## config.mk

```make
export PLATFORM = sky130hd
export DESIGN_NAME = core_top
export DESIGN_NICKNAME = d
export VERILOG_FILES = /design/src/hw/core_pkg.sv /design/src/hw/pipe_ifs.sv /design/src/hw/fetch_stage.sv /design/src/hw/decode_stage.sv /design/src/hw/execute_stage.sv /design/src/hw/memory_stage.sv /design/src/hw/hazard_unit.sv /design/src/hw/core_top.sv
export VERILOG_INCLUDE_DIRS = /design/src /design/src/hw
export SDC_FILE = /design/constraint.sdc
export NUM_CORES = 2
export LEC_CHECK = 0
export BUFFER_PORTS_ARGS = -buffer_cell sky130_fd_sc_hd__buf_4
export CAP_MARGIN = 20
export CORE_AREA = 2 2 337 339
export DETAILED_ROUTE_END_ITERATION = 12
export DIE_AREA = 0 0 339 341
export GPL_TIMING_DRIVEN = 0
export PLACE_DENSITY_LB_ADDON = 0.08
export SLEW_MARGIN = 20
export SYNTH_ARGS = -nofsm -noshare
export SYNTH_HDL_FRONTEND = slang
export SYNTH_SLANG_ARGS = --single-unit
```

## constraint.sdc

```tcl
create_clock -name clk_i -period 13.1 [get_ports clk_i]
set_clock_uncertainty 0.2 [all_clocks]
set_input_delay 1.31 -clock clk_i [delete_from_list [all_inputs] [get_ports clk_i]]
set_output_delay 1.31 -clock clk_i [all_outputs]
set_load 0.02 [all_outputs]
```

## src/hw/core_defines.svh

```systemverilog
`ifndef CORE_DEFINES_SVH
`define CORE_DEFINES_SVH

`define XLEN       32
`define REG_ADDR_W 5
`define NUM_REGS   32
`define RESET_PC   32'h0000_0000
// addi x0, x0, 0
`define NOP_INSN   32'h0000_0013

`define OPC_OP     7'b0110011
`define OPC_OP_IMM 7'b0010011
`define OPC_LUI    7'b0110111
`define OPC_BRANCH 7'b1100011
`define OPC_JAL    7'b1101111
`define OPC_STORE  7'b0100011

`define F3_ADD 3'b000
`define F3_SLT 3'b010
`define F3_XOR 3'b100
`define F3_OR  3'b110
`define F3_AND 3'b111
`define F3_BEQ 3'b000
`define F3_BNE 3'b001
`define F3_SW  3'b010

`define F7_SUB 7'b0100000

`define ALU_OP_W   3
`define ALU_ADD    3'd0
`define ALU_SUB    3'd1
`define ALU_AND    3'd2
`define ALU_OR     3'd3
`define ALU_XOR    3'd4
`define ALU_SLT    3'd5
`define ALU_PASS_B 3'd6

`define FWD_W   2
`define FWD_REG 2'd0
`define FWD_MEM 2'd1
`define FWD_WB  2'd2

`endif

```

## src/hw/core_pkg.sv

```systemverilog
`default_nettype none

`include "core_defines.svh"

package core_pkg;

  // one instruction word seen through the base encodings
  typedef union packed {
    struct packed {
      logic [6:0]             funct7;
      logic [`REG_ADDR_W-1:0] rs2;
      logic [`REG_ADDR_W-1:0] rs1;
      logic [2:0]             funct3;
      logic [`REG_ADDR_W-1:0] rd;
      logic [6:0]             opcode;
    } r_view;
    struct packed {
      logic [11:0]            imm;
      logic [`REG_ADDR_W-1:0] rs1;
      logic [2:0]             funct3;
      logic [`REG_ADDR_W-1:0] rd;
      logic [6:0]             opcode;
    } i_view;
    // b-type shares this layout, bits scrambled differently
    struct packed {
      logic [6:0]             imm_hi;
      logic [`REG_ADDR_W-1:0] rs2;
      logic [`REG_ADDR_W-1:0] rs1;
      logic [2:0]             funct3;
      logic [4:0]             imm_lo;
      logic [6:0]             opcode;
    } s_view;
  } insn_u;

endpackage

`default_nettype wire

```

## src/hw/pipe_ifs.sv

```systemverilog
`default_nettype none

`include "core_defines.svh"

interface fetch_if;
  logic             valid;
  logic [`XLEN-1:0] pc;
  logic [`XLEN-1:0] insn;

  modport source (output valid, pc, insn);
  modport sink   (input valid, pc, insn);
endinterface

interface decode_if;
  logic                   valid;
  logic [`XLEN-1:0]       pc;
  logic [`REG_ADDR_W-1:0] rs1_addr;
  logic [`REG_ADDR_W-1:0] rs2_addr;
  logic [`REG_ADDR_W-1:0] rd_addr;
  logic [`XLEN-1:0]       rs1_data;
  logic [`XLEN-1:0]       rs2_data;
  logic [`XLEN-1:0]       imm;
  logic [`ALU_OP_W-1:0]   alu_op;
  logic                   use_imm;
  logic                   is_branch;
  logic                   branch_ne;
  logic                   is_jal;
  logic                   is_store;
  logic                   writes_rd;

  modport source (output valid, pc, rs1_addr, rs2_addr, rd_addr, rs1_data, rs2_data, imm,
                  alu_op, use_imm, is_branch, branch_ne, is_jal, is_store, writes_rd);
  modport sink   (input valid, pc, rs1_addr, rs2_addr, rd_addr, rs1_data, rs2_data, imm,
                  alu_op, use_imm, is_branch, branch_ne, is_jal, is_store, writes_rd);
  modport hazard (input rs1_addr, rs2_addr);
endinterface

interface exec_if;
  logic                   valid;
  logic [`REG_ADDR_W-1:0] rd_addr;
  logic                   writes_rd;
  logic [`XLEN-1:0]       result;
  logic                   is_store;
  logic [`XLEN-1:0]       store_data;

  modport source (output valid, rd_addr, writes_rd, result, is_store, store_data);
  modport sink   (input valid, rd_addr, writes_rd, result, is_store, store_data);
  modport fwd    (input valid, rd_addr, writes_rd, result);
endinterface

interface wb_if;
  logic                   valid;
  logic                   we;
  logic [`REG_ADDR_W-1:0] rd_addr;
  logic [`XLEN-1:0]       wdata;

  modport source (output valid, we, rd_addr, wdata);
  modport sink   (input valid, we, rd_addr, wdata);
  modport fwd    (input valid, we, rd_addr, wdata);
endinterface

interface ctl_if;
  logic              stall;
  logic              flush_if_id;
  logic              flush_id_ex;
  logic [`FWD_W-1:0] fwd_a_sel;
  logic [`FWD_W-1:0] fwd_b_sel;

  modport source (output stall, flush_if_id, flush_id_ex, fwd_a_sel, fwd_b_sel);
  modport stage  (input stall, flush_if_id, flush_id_ex, fwd_a_sel, fwd_b_sel);
endinterface

`default_nettype wire

```

## src/hw/fetch_stage.sv

```systemverilog
`default_nettype none

`include "core_defines.svh"

module fetch_stage (
  input  wire logic             clk_i,
  input  wire logic             rst_i,
  input  wire logic             redirect_i,
  input  wire logic [`XLEN-1:0] target_i,
  output logic      [`XLEN-1:0] imem_addr_o,
  input  wire logic [`XLEN-1:0] imem_rdata_i,
  ctl_if.stage                  ctl,
  fetch_if.source               fetch
);

  logic [`XLEN-1:0] pc_q;

  assign imem_addr_o = pc_q;

  // redirect waits with everything else while stalled
  always_ff @(posedge clk_i) begin
    if (rst_i) begin
      pc_q <= `RESET_PC;
    end else if (!ctl.stall) begin
      pc_q <= redirect_i ? target_i : pc_q + 'd4;
    end
  end

  ////////////////////////////////////////
  // if/id register

  always_ff @(posedge clk_i) begin
    if (rst_i || ctl.flush_if_id) begin
      fetch.valid <= 1'b0;
      fetch.insn  <= `NOP_INSN;
    end else if (!ctl.stall) begin
      fetch.valid <= 1'b1;
      fetch.insn  <= imem_rdata_i;
    end
  end

  always_ff @(posedge clk_i) begin
    if (!ctl.stall) begin
      fetch.pc <= pc_q;
    end
  end

  // branch and jump offsets from decode keep the pc on word boundaries
  pc_aligned_a: assert property (@(posedge clk_i) disable iff (rst_i) pc_q[1:0] == 2'b00);

endmodule

`default_nettype wire

```

## src/hw/decode_stage.sv

```systemverilog
`default_nettype none

`include "core_defines.svh"

module decode_stage
  import core_pkg::*;
(
  input  wire logic clk_i,
  input  wire logic rst_i,
  fetch_if.sink     fetch,
  wb_if.sink        wb,
  ctl_if.stage      ctl,
  decode_if.source  dec
);

  insn_u                insn;
  logic [`XLEN-1:0]     imm;
  logic [`ALU_OP_W-1:0] alu_op;
  logic                 use_imm;
  logic                 is_branch;
  logic                 branch_ne;
  logic                 is_jal;
  logic                 is_store;
  logic                 writes_rd;
  logic                 rf_we;
  logic [`XLEN-1:0]     regs [`NUM_REGS];
  logic [`XLEN-1:0]     rs1_data;
  logic [`XLEN-1:0]     rs2_data;

  function automatic logic [`ALU_OP_W-1:0] alu_from_f3(input logic [2:0] f3, input logic sub);
    case (f3)
      `F3_ADD: return sub ? `ALU_SUB : `ALU_ADD;
      `F3_SLT: return `ALU_SLT;
      `F3_XOR: return `ALU_XOR;
      `F3_OR:  return `ALU_OR;
      `F3_AND: return `ALU_AND;
      default: return `ALU_ADD;
    endcase
  endfunction

  assign insn = fetch.insn;

  always_comb begin
    imm       = {{20{insn.i_view.imm[11]}}, insn.i_view.imm};
    alu_op    = `ALU_ADD;
    use_imm   = 1'b0;
    is_branch = 1'b0;
    branch_ne = insn.r_view.funct3 == `F3_BNE;
    is_jal    = 1'b0;
    is_store  = 1'b0;
    writes_rd = 1'b0;
    case (insn.r_view.opcode)
      `OPC_OP: begin
        alu_op    = alu_from_f3(insn.r_view.funct3, insn.r_view.funct7 == `F7_SUB);
        writes_rd = 1'b1;
      end
      `OPC_OP_IMM: begin
        alu_op    = alu_from_f3(insn.i_view.funct3, 1'b0);
        use_imm   = 1'b1;
        writes_rd = 1'b1;
      end
      `OPC_LUI: begin
        imm       = {insn.i_view.imm, insn.i_view.rs1, insn.i_view.funct3, 12'b0};
        alu_op    = `ALU_PASS_B;
        use_imm   = 1'b1;
        writes_rd = 1'b1;
      end
      `OPC_BRANCH: begin
        imm = {{19{insn.s_view.imm_hi[6]}}, insn.s_view.imm_hi[6], insn.s_view.imm_lo[0],
               insn.s_view.imm_hi[5:0], insn.s_view.imm_lo[4:1], 1'b0};
        is_branch = (insn.s_view.funct3 == `F3_BEQ) || (insn.s_view.funct3 == `F3_BNE);
      end
      `OPC_JAL: begin
        imm = {{12{insn.i_view.imm[11]}}, insn.i_view.rs1, insn.i_view.funct3,
               insn.i_view.imm[0], insn.i_view.imm[10:1], 1'b0};
        is_jal    = 1'b1;
        writes_rd = 1'b1;
      end
      `OPC_STORE: begin
        imm      = {{20{insn.s_view.imm_hi[6]}}, insn.s_view.imm_hi, insn.s_view.imm_lo};
        use_imm  = 1'b1;
        is_store = insn.s_view.funct3 == `F3_SW;
      end
      default: ;
    endcase
  end

  ////////////////////////////////////////
  // register file, write-first

  assign rf_we = wb.valid && wb.we && (wb.rd_addr != '0);

  always_ff @(posedge clk_i) begin
    if (rf_we) begin
      regs[wb.rd_addr] <= wb.wdata;
    end
  end

  always_comb begin
    rs1_data = regs[insn.r_view.rs1];
    rs2_data = regs[insn.r_view.rs2];
    if (rf_we && wb.rd_addr == insn.r_view.rs1) rs1_data = wb.wdata;
    if (rf_we && wb.rd_addr == insn.r_view.rs2) rs2_data = wb.wdata;
    if (insn.r_view.rs1 == '0) rs1_data = '0;
    if (insn.r_view.rs2 == '0) rs2_data = '0;
  end

  ////////////////////////////////////////
  // id/ex register

  always_ff @(posedge clk_i) begin
    if (rst_i || ctl.flush_id_ex) begin
      dec.valid     <= 1'b0;
      dec.is_branch <= 1'b0;
      dec.is_jal    <= 1'b0;
      dec.is_store  <= 1'b0;
      dec.writes_rd <= 1'b0;
    end else if (!ctl.stall) begin
      dec.valid     <= fetch.valid;
      dec.is_branch <= is_branch;
      dec.is_jal    <= is_jal;
      dec.is_store  <= is_store;
      dec.writes_rd <= writes_rd;
    end
  end

  always_ff @(posedge clk_i) begin
    if (!ctl.stall) begin
      dec.pc        <= fetch.pc;
      dec.rs1_addr  <= insn.r_view.rs1;
      dec.rs2_addr  <= insn.r_view.rs2;
      dec.rd_addr   <= insn.r_view.rd;
      dec.rs1_data  <= rs1_data;
      dec.rs2_data  <= rs2_data;
      dec.imm       <= imm;
      dec.alu_op    <= alu_op;
      dec.use_imm   <= use_imm;
      dec.branch_ne <= branch_ne;
    end
  end

  // x0 must reach execute as zero, so no later result may be forwarded over it
  x0_zero_a: assert property (@(posedge clk_i) disable iff (rst_i)
    dec.valid |-> (dec.rs1_addr != '0 || ctl.fwd_a_sel == `FWD_REG) &&
                  (dec.rs2_addr != '0 || ctl.fwd_b_sel == `FWD_REG));

endmodule

`default_nettype wire

```

## src/hw/execute_stage.sv

```systemverilog
`default_nettype none

`include "core_defines.svh"

module execute_stage (
  input  wire logic        clk_i,
  input  wire logic        rst_i,
  decode_if.sink           dec,
  ctl_if.stage             ctl,
  wb_if.fwd                wb,
  exec_if.source           exe,
  output logic             redirect_o,
  output logic [`XLEN-1:0] target_o
);

  logic [`XLEN-1:0] op_a;
  logic [`XLEN-1:0] fwd_b;
  logic [`XLEN-1:0] op_b;
  logic [`XLEN-1:0] alu_out;
  logic [`XLEN-1:0] result;
  logic             taken;

  function automatic logic [`XLEN-1:0] fwd_mux(input logic [`FWD_W-1:0] sel,
                                               input logic [`XLEN-1:0] reg_val,
                                               input logic [`XLEN-1:0] mem_val,
                                               input logic [`XLEN-1:0] wb_val);
    case (sel)
      `FWD_MEM: return mem_val;
      `FWD_WB:  return wb_val;
      default:  return reg_val;
    endcase
  endfunction

  // mem result comes straight off our own ex/mem register
  assign op_a  = fwd_mux(ctl.fwd_a_sel, dec.rs1_data, exe.result, wb.wdata);
  assign fwd_b = fwd_mux(ctl.fwd_b_sel, dec.rs2_data, exe.result, wb.wdata);
  assign op_b  = dec.use_imm ? dec.imm : fwd_b;

  always_comb begin
    case (dec.alu_op)
      `ALU_SUB:    alu_out = op_a - op_b;
      `ALU_AND:    alu_out = op_a & op_b;
      `ALU_OR:     alu_out = op_a | op_b;
      `ALU_XOR:    alu_out = op_a ^ op_b;
      `ALU_SLT:    alu_out = {{(`XLEN-1){1'b0}}, $signed(op_a) < $signed(op_b)};
      `ALU_PASS_B: alu_out = op_b;
      default:     alu_out = op_a + op_b;
    endcase
  end

  // jal links pc+4
  assign result = dec.is_jal ? dec.pc + 'd4 : alu_out;

  assign taken      = dec.is_branch && ((op_a == fwd_b) != dec.branch_ne);
  assign redirect_o = dec.valid && (dec.is_jal || taken);
  assign target_o   = dec.pc + dec.imm;

  ////////////////////////////////////////
  // ex/mem register

  always_ff @(posedge clk_i) begin
    if (rst_i) begin
      exe.valid     <= 1'b0;
      exe.writes_rd <= 1'b0;
      exe.is_store  <= 1'b0;
    end else if (!ctl.stall) begin
      exe.valid     <= dec.valid;
      exe.writes_rd <= dec.writes_rd;
      exe.is_store  <= dec.is_store;
    end
  end

  always_ff @(posedge clk_i) begin
    if (!ctl.stall) begin
      exe.rd_addr    <= dec.rd_addr;
      exe.result     <= result;
      exe.store_data <= fwd_b;
    end
  end

endmodule

`default_nettype wire

```

## src/hw/memory_stage.sv

```systemverilog
`default_nettype none

`include "core_defines.svh"

module memory_stage (
  input  wire logic        clk_i,
  input  wire logic        rst_i,
  exec_if.sink             exe,
  ctl_if.stage             ctl,
  output logic             mem_valid_o,
  output logic [`XLEN-1:0] mem_addr_o,
  output logic [`XLEN-1:0] mem_wdata_o,
  input  wire logic        mem_done_i,
  output logic             mem_busy_o,
  wb_if.source             wb
);

  // ex/mem holds under stall, so the request stays put until done
  assign mem_valid_o = exe.valid && exe.is_store;
  assign mem_addr_o  = exe.result;
  assign mem_wdata_o = exe.store_data;
  assign mem_busy_o  = mem_valid_o && !mem_done_i;

  ////////////////////////////////////////
  // mem/wb register

  always_ff @(posedge clk_i) begin
    if (rst_i) begin
      wb.valid <= 1'b0;
      wb.we    <= 1'b0;
    end else if (!ctl.stall) begin
      wb.valid <= exe.valid;
      wb.we    <= exe.writes_rd && !exe.is_store;
    end
  end

  always_ff @(posedge clk_i) begin
    if (!ctl.stall) begin
      wb.rd_addr <= exe.rd_addr;
      wb.wdata   <= exe.result;
    end
  end

  // request must not move while the responder is still working on it
  store_hold_a: assert property (@(posedge clk_i) disable iff (rst_i)
    mem_busy_o |=> mem_valid_o && $stable(mem_addr_o) && $stable(mem_wdata_o));

endmodule

`default_nettype wire

```

## src/hw/hazard_unit.sv

```systemverilog
`default_nettype none

`include "core_defines.svh"

module hazard_unit (
  decode_if.hazard  dec,
  exec_if.fwd       exe,
  wb_if.fwd         wb,
  input  wire logic redirect_i,
  input  wire logic mem_busy_i,
  ctl_if.source     ctl
);

  logic mem_wr;
  logic wb_wr;

  // mem is younger than wb so it wins
  function automatic logic [`FWD_W-1:0] pick(input logic [`REG_ADDR_W-1:0] src,
                                             input logic mem_hit,
                                             input logic [`REG_ADDR_W-1:0] mem_rd,
                                             input logic wb_hit,
                                             input logic [`REG_ADDR_W-1:0] wb_rd);
    if (src == '0) return `FWD_REG;
    if (mem_hit && mem_rd == src) return `FWD_MEM;
    if (wb_hit && wb_rd == src) return `FWD_WB;
    return `FWD_REG;
  endfunction

  assign mem_wr = exe.valid && exe.writes_rd;
  assign wb_wr  = wb.valid && wb.we;

  assign ctl.fwd_a_sel = pick(dec.rs1_addr, mem_wr, exe.rd_addr, wb_wr, wb.rd_addr);
  assign ctl.fwd_b_sel = pick(dec.rs2_addr, mem_wr, exe.rd_addr, wb_wr, wb.rd_addr);

  // whole pipe freezes while a store waits, redirect is held for later
  assign ctl.stall       = mem_busy_i;
  assign ctl.flush_if_id = redirect_i && !mem_busy_i;
  assign ctl.flush_id_ex = redirect_i && !mem_busy_i;

endmodule

`default_nettype wire

```

## src/hw/core_top.sv

```systemverilog
`default_nettype none

`include "core_defines.svh"

module core_top (
  input  wire logic             clk_i,
  input  wire logic             rst_i,
  output logic      [`XLEN-1:0] imem_addr_o,
  input  wire logic [`XLEN-1:0] imem_rdata_i,
  output logic                  mem_valid_o,
  output logic      [`XLEN-1:0] mem_addr_o,
  output logic      [`XLEN-1:0] mem_wdata_o,
  input  wire logic             mem_done_i
);

  logic             redirect;
  logic [`XLEN-1:0] target;
  logic             mem_busy;

  fetch_if  fetch_bus ();
  decode_if dec_bus ();
  exec_if   exe_bus ();
  wb_if     wb_bus ();
  ctl_if    ctl_bus ();

  ////////////////////////////////////////
  // stages

  fetch_stage i_fetch (
    .clk_i        (clk_i),
    .rst_i        (rst_i),
    .redirect_i   (redirect),
    .target_i     (target),
    .imem_addr_o  (imem_addr_o),
    .imem_rdata_i (imem_rdata_i),
    .ctl          (ctl_bus),
    .fetch        (fetch_bus)
  );

  decode_stage i_decode (
    .clk_i (clk_i),
    .rst_i (rst_i),
    .fetch (fetch_bus),
    .wb    (wb_bus),
    .ctl   (ctl_bus),
    .dec   (dec_bus)
  );

  execute_stage i_execute (
    .clk_i      (clk_i),
    .rst_i      (rst_i),
    .dec        (dec_bus),
    .ctl        (ctl_bus),
    .wb         (wb_bus),
    .exe        (exe_bus),
    .redirect_o (redirect),
    .target_o   (target)
  );

  memory_stage i_memory (
    .clk_i       (clk_i),
    .rst_i       (rst_i),
    .exe         (exe_bus),
    .ctl         (ctl_bus),
    .mem_valid_o (mem_valid_o),
    .mem_addr_o  (mem_addr_o),
    .mem_wdata_o (mem_wdata_o),
    .mem_done_i  (mem_done_i),
    .mem_busy_o  (mem_busy),
    .wb          (wb_bus)
  );

  hazard_unit i_hazard (
    .dec        (dec_bus),
    .exe        (exe_bus),
    .wb         (wb_bus),
    .redirect_i (redirect),
    .mem_busy_i (mem_busy),
    .ctl        (ctl_bus)
  );

endmodule

`default_nettype wire

```

==> results.sh <==
export IMPL_synth_top_area_share_pct=56.2
export IMPL_final_fill_count=6858
export IMPL_cts_repair_resized=0
export IMPL_die_h_um=341
export IMPL_yosysSeqAreaShare_pct=58.4
export IMPL_rsz0062_at_grt="no"
export IMPL_crit_required_ns=13.39
export IMPL_cts_buffers=143
export IMPL_drive_above_1_share_pct=25.5
export IMPL_nets=5032
export IMPL_synth_area_mux_share_pct=22.3
export IMPL_largest_reg_flops=1024
export IMPL_power_density_nw_per_um2=159
export IMPL_fmax_mhz=120
export IMPL_grt_usage_pct=45.8
export IMPL_routed_via_count=49700
export IMPL_final_cell_area_sq_um=80100
export IMPL_leakage_uw=0.0270
export IMPL_dpl_instance_area_sq_um=75200
export IMPL_cts_hold_buf=0
export IMPL_grt_first_pass_wirelength_um=366000
export IMPL_synth_top_family_by_area="multiplexers"
export IMPL_yosys_most_used_dff="edfxtp_1"
export IMPL_worstSetupPathDepth=22
export IMPL_hold_depth=0
export IMPL_cts_reportedPaths_clkPinSlew_ns=0.06
export IMPL_drc=0
export IMPL_slew_headroom_pct=11.4
export IMPL_ys_top_cells_by_area="edfxtp_1 56%, mux4_2 21%, ha_1 2.4%"
export IMPL_initial_utilization_pct=62.5
export IMPL_crit_path_start_kind="register"
export IMPL_clockRootBuffer="clkbuf_16"
export IMPL_avgRoutedWirePerCell_um=40.7
export IMPL_cp_max_fo=10
export IMPL_synthAdderAreaFrac_pct=2.44
export IMPL_post_route_period_util_pct=63.4
export IMPL_critical_path_class="reg -> reg"
export IMPL_hpwl_um=183000
export IMPL_grt_max_degree=38
export IMPL_synth_cells=4442
export IMPL_cts_sinks=1385
export IMPL_hold_viol=0
export IMPL_clkLatencyLatePin_ns=0.79
export IMPL_gr_total_overflow=0
export IMPL_post_route_util_pct=71.6
export IMPL_regMostFlops="i_decode.regs"
export IMPL_timing_hold_ws_ns=0.209
export IMPL_htree_levels=4
export IMPL_drt_iter0_markers=8123
export IMPL_drv_cap=0
export IMPL_period_minus_slack_ns=8.31
export IMPL_path_delay_family="compound AO/OA/AOI/OAI gates"
export IMPL_post_synth_top_count_cell="edfxtp_1"
export IMPL_r2r_cells=22
export IMPL_synth_compound_area_share_pct=7.69
export IMPL_yosys_area_top_type="edfxtp_1"
export IMPL_drt_first_pass_iters=8
export IMPL_synth_edf_count=1310
export IMPL_gp_congestion=1.01
export IMPL_syn_area_per_cell_sq_um=15.7
export IMPL_synth_seq_cells=1385
export IMPL_status="completed"
export IMPL_synthXorXnorAreaFrac_pct=1.69
export IMPL_netlist_area_sq_um=69900
export IMPL_yosys_top_cells_count="1310 x edfxtp_1, 640 x mux4_2, 272 x nor2_1"
export IMPL_slew_violations=0
export IMPL_cts_tree="yes"
export IMPL_finalWirelength_um=264000
export IMPL_async_flop_share_pct=0
export IMPL_arrival_ns=8.60
export IMPL_synth_simple_area_share_pct=5.09
export IMPL_min_path_type="reg -> reg"
export IMPL_end_kind="register"
export IMPL_ant_nets=0
export IMPL_core_sq_um=112000
export IMPL_max_stage_delay_ns=0.80
export IMPL_grt_pass1_vias=48600
export IMPL_ys_types=87
export IMPL_ir_drop_mv=0.143
export IMPL_worst_pin_slew_ns=1.33
export IMPL_ioPinCount=132
export IMPL_critPathSlowestCell="a2111oi_1"
export IMPL_vias_per_cell=7.68
export IMPL_yosysWarnings=0
export IMPL_clock_path_buffers=3
export IMPL_cp_num_buf_inv=4
export IMPL_setup_viol=0
export IMPL_tns_ns=0
export IMPL_antenna_found_initial=16
export IMPL_die_w_um=339
export IMPL_crit_chain="buf_1 > xnor2_1 > nand4_1 > nor3_1 > nand3_1 > inv_1 > ha_1 > buf_2 > a22oi_1 > o21ai_1 > mux2i_1 > ha_1 > clkbuf_1 > nor2b_1 > nand3_1 > a2111oi_1 > o21ai_0 > a2111oi_0 > nor3_1 > xnor2_1 > a221oi_1 > a21oi_1"
export IMPL_portBuffers=131
export IMPL_areaGrowthSynthToFinish_pct=14.6
export IMPL_rows=123
export IMPL_dieArea_sq_um=116000
export IMPL_cts_setup_buffers=0
-- cells by family after synthesis --
family,after synthesis
DFF,1385
adders and majority gates,136
xor gates and xnor gates,135
other,1
buffers and inverters,429
AOI/OAI and AO/OA,821
muxes,758
and+or+nand+nor,777
-- worst register-to-register path, delay by kind of cell, from the launching register on --
kind            cells  cell delay (ns)
compound gates      7             3.19
buf+inv             4             1.34
simple gates        6             1.25
fa+ha+maj           2             0.73
mux                 1             0.53
flops               1             0.41
xor+xnor            2             0.37
-- layout make-up --
type	count	area, sq um	area share (%)
Sequential cell	1385	40800	51.0
Multi-Input combinational cell	2659	27800	34.7
Clock buffer	178	3800	4.74
Timing Repair Buffer	243	3280	4.09
Tap cell	1500	1880	2.34
Buffer	308	1300	1.62
Clock inverter	77	762	0.951
Inverter	121	454	0.567
Antenna cell	6	15.0	0.0187
-- through the flow --
step	setup WS (ns)	instances	total power, uW
after floorplan	2.27	4473	7280
after global placement	-1.64	6104	8320
after detailed placement	5.07	6197	8430
after CTS	5.01	6452	12500
after global routing	4.54	6471	12900
final	4.79	6477	12700
-- routing by layer --
| metal | track usage (%) | routed length [um] |
|---|---|---|
| met3 | 14.8 | 37500 |
| met5 | 0.123 | 162 |
| met1 | 54.9 | 81600 |
| met2 | 71.2 | 122000 |
| met4 | 31.7 | 22800 |
-- power by group --
group	internal (uW)	switching (uW)	total [uW]
logic	916	1650	2560
clock network	2290	1810	4110
registers	5580	460	6040
total	8790	3920	12700
-- final timing paths --
check	slack (ns)	from	to
setup / recovery	4.79	i_memory.wb.rd_addr[3]	i_execute.exe.result[30]
hold / removal	0.21	i_fetch.fetch.pc[8]	i_decode.dec.pc[8]
setup reg to reg	4.79	i_memory.wb.rd_addr[3]	i_execute.exe.result[30]
hold reg to reg	0.21	i_fetch.fetch.pc[8]	i_decode.dec.pc[8]
-- cell usage in the layout, fill, tap and decap left out, types with 26 or more instances in the layout --
cell,synthesis,layout
a211oi_1,89,89
a21o_1,53,53
a21oi_1,206,206
a22oi_1,79,79
buf_1,67,28
buf_12,0,39
buf_16,0,36
buf_2,28,59
buf_4,2,133
buf_8,0,30
clkbuf_1,209,199
clkbuf_16,0,145
clkbuf_2,2,49
clkinv_1,1,27
conb_1,1,32
dfxtp_1,75,75
edfxtp_1,1310,1310
ha_1,135,135
inv_1,120,120
mux2i_1,95,95
mux4_2,640,640
nand2_1,220,220
nand3_1,73,73
nand4_1,34,34
nor2_1,272,241
nor2_4,0,31
nor3_1,44,43
o21ai_0,175,169
o21bai_1,26,26
xnor2_1,92,92
xor2_1,43,43
(Power assumes the default switching activity.)
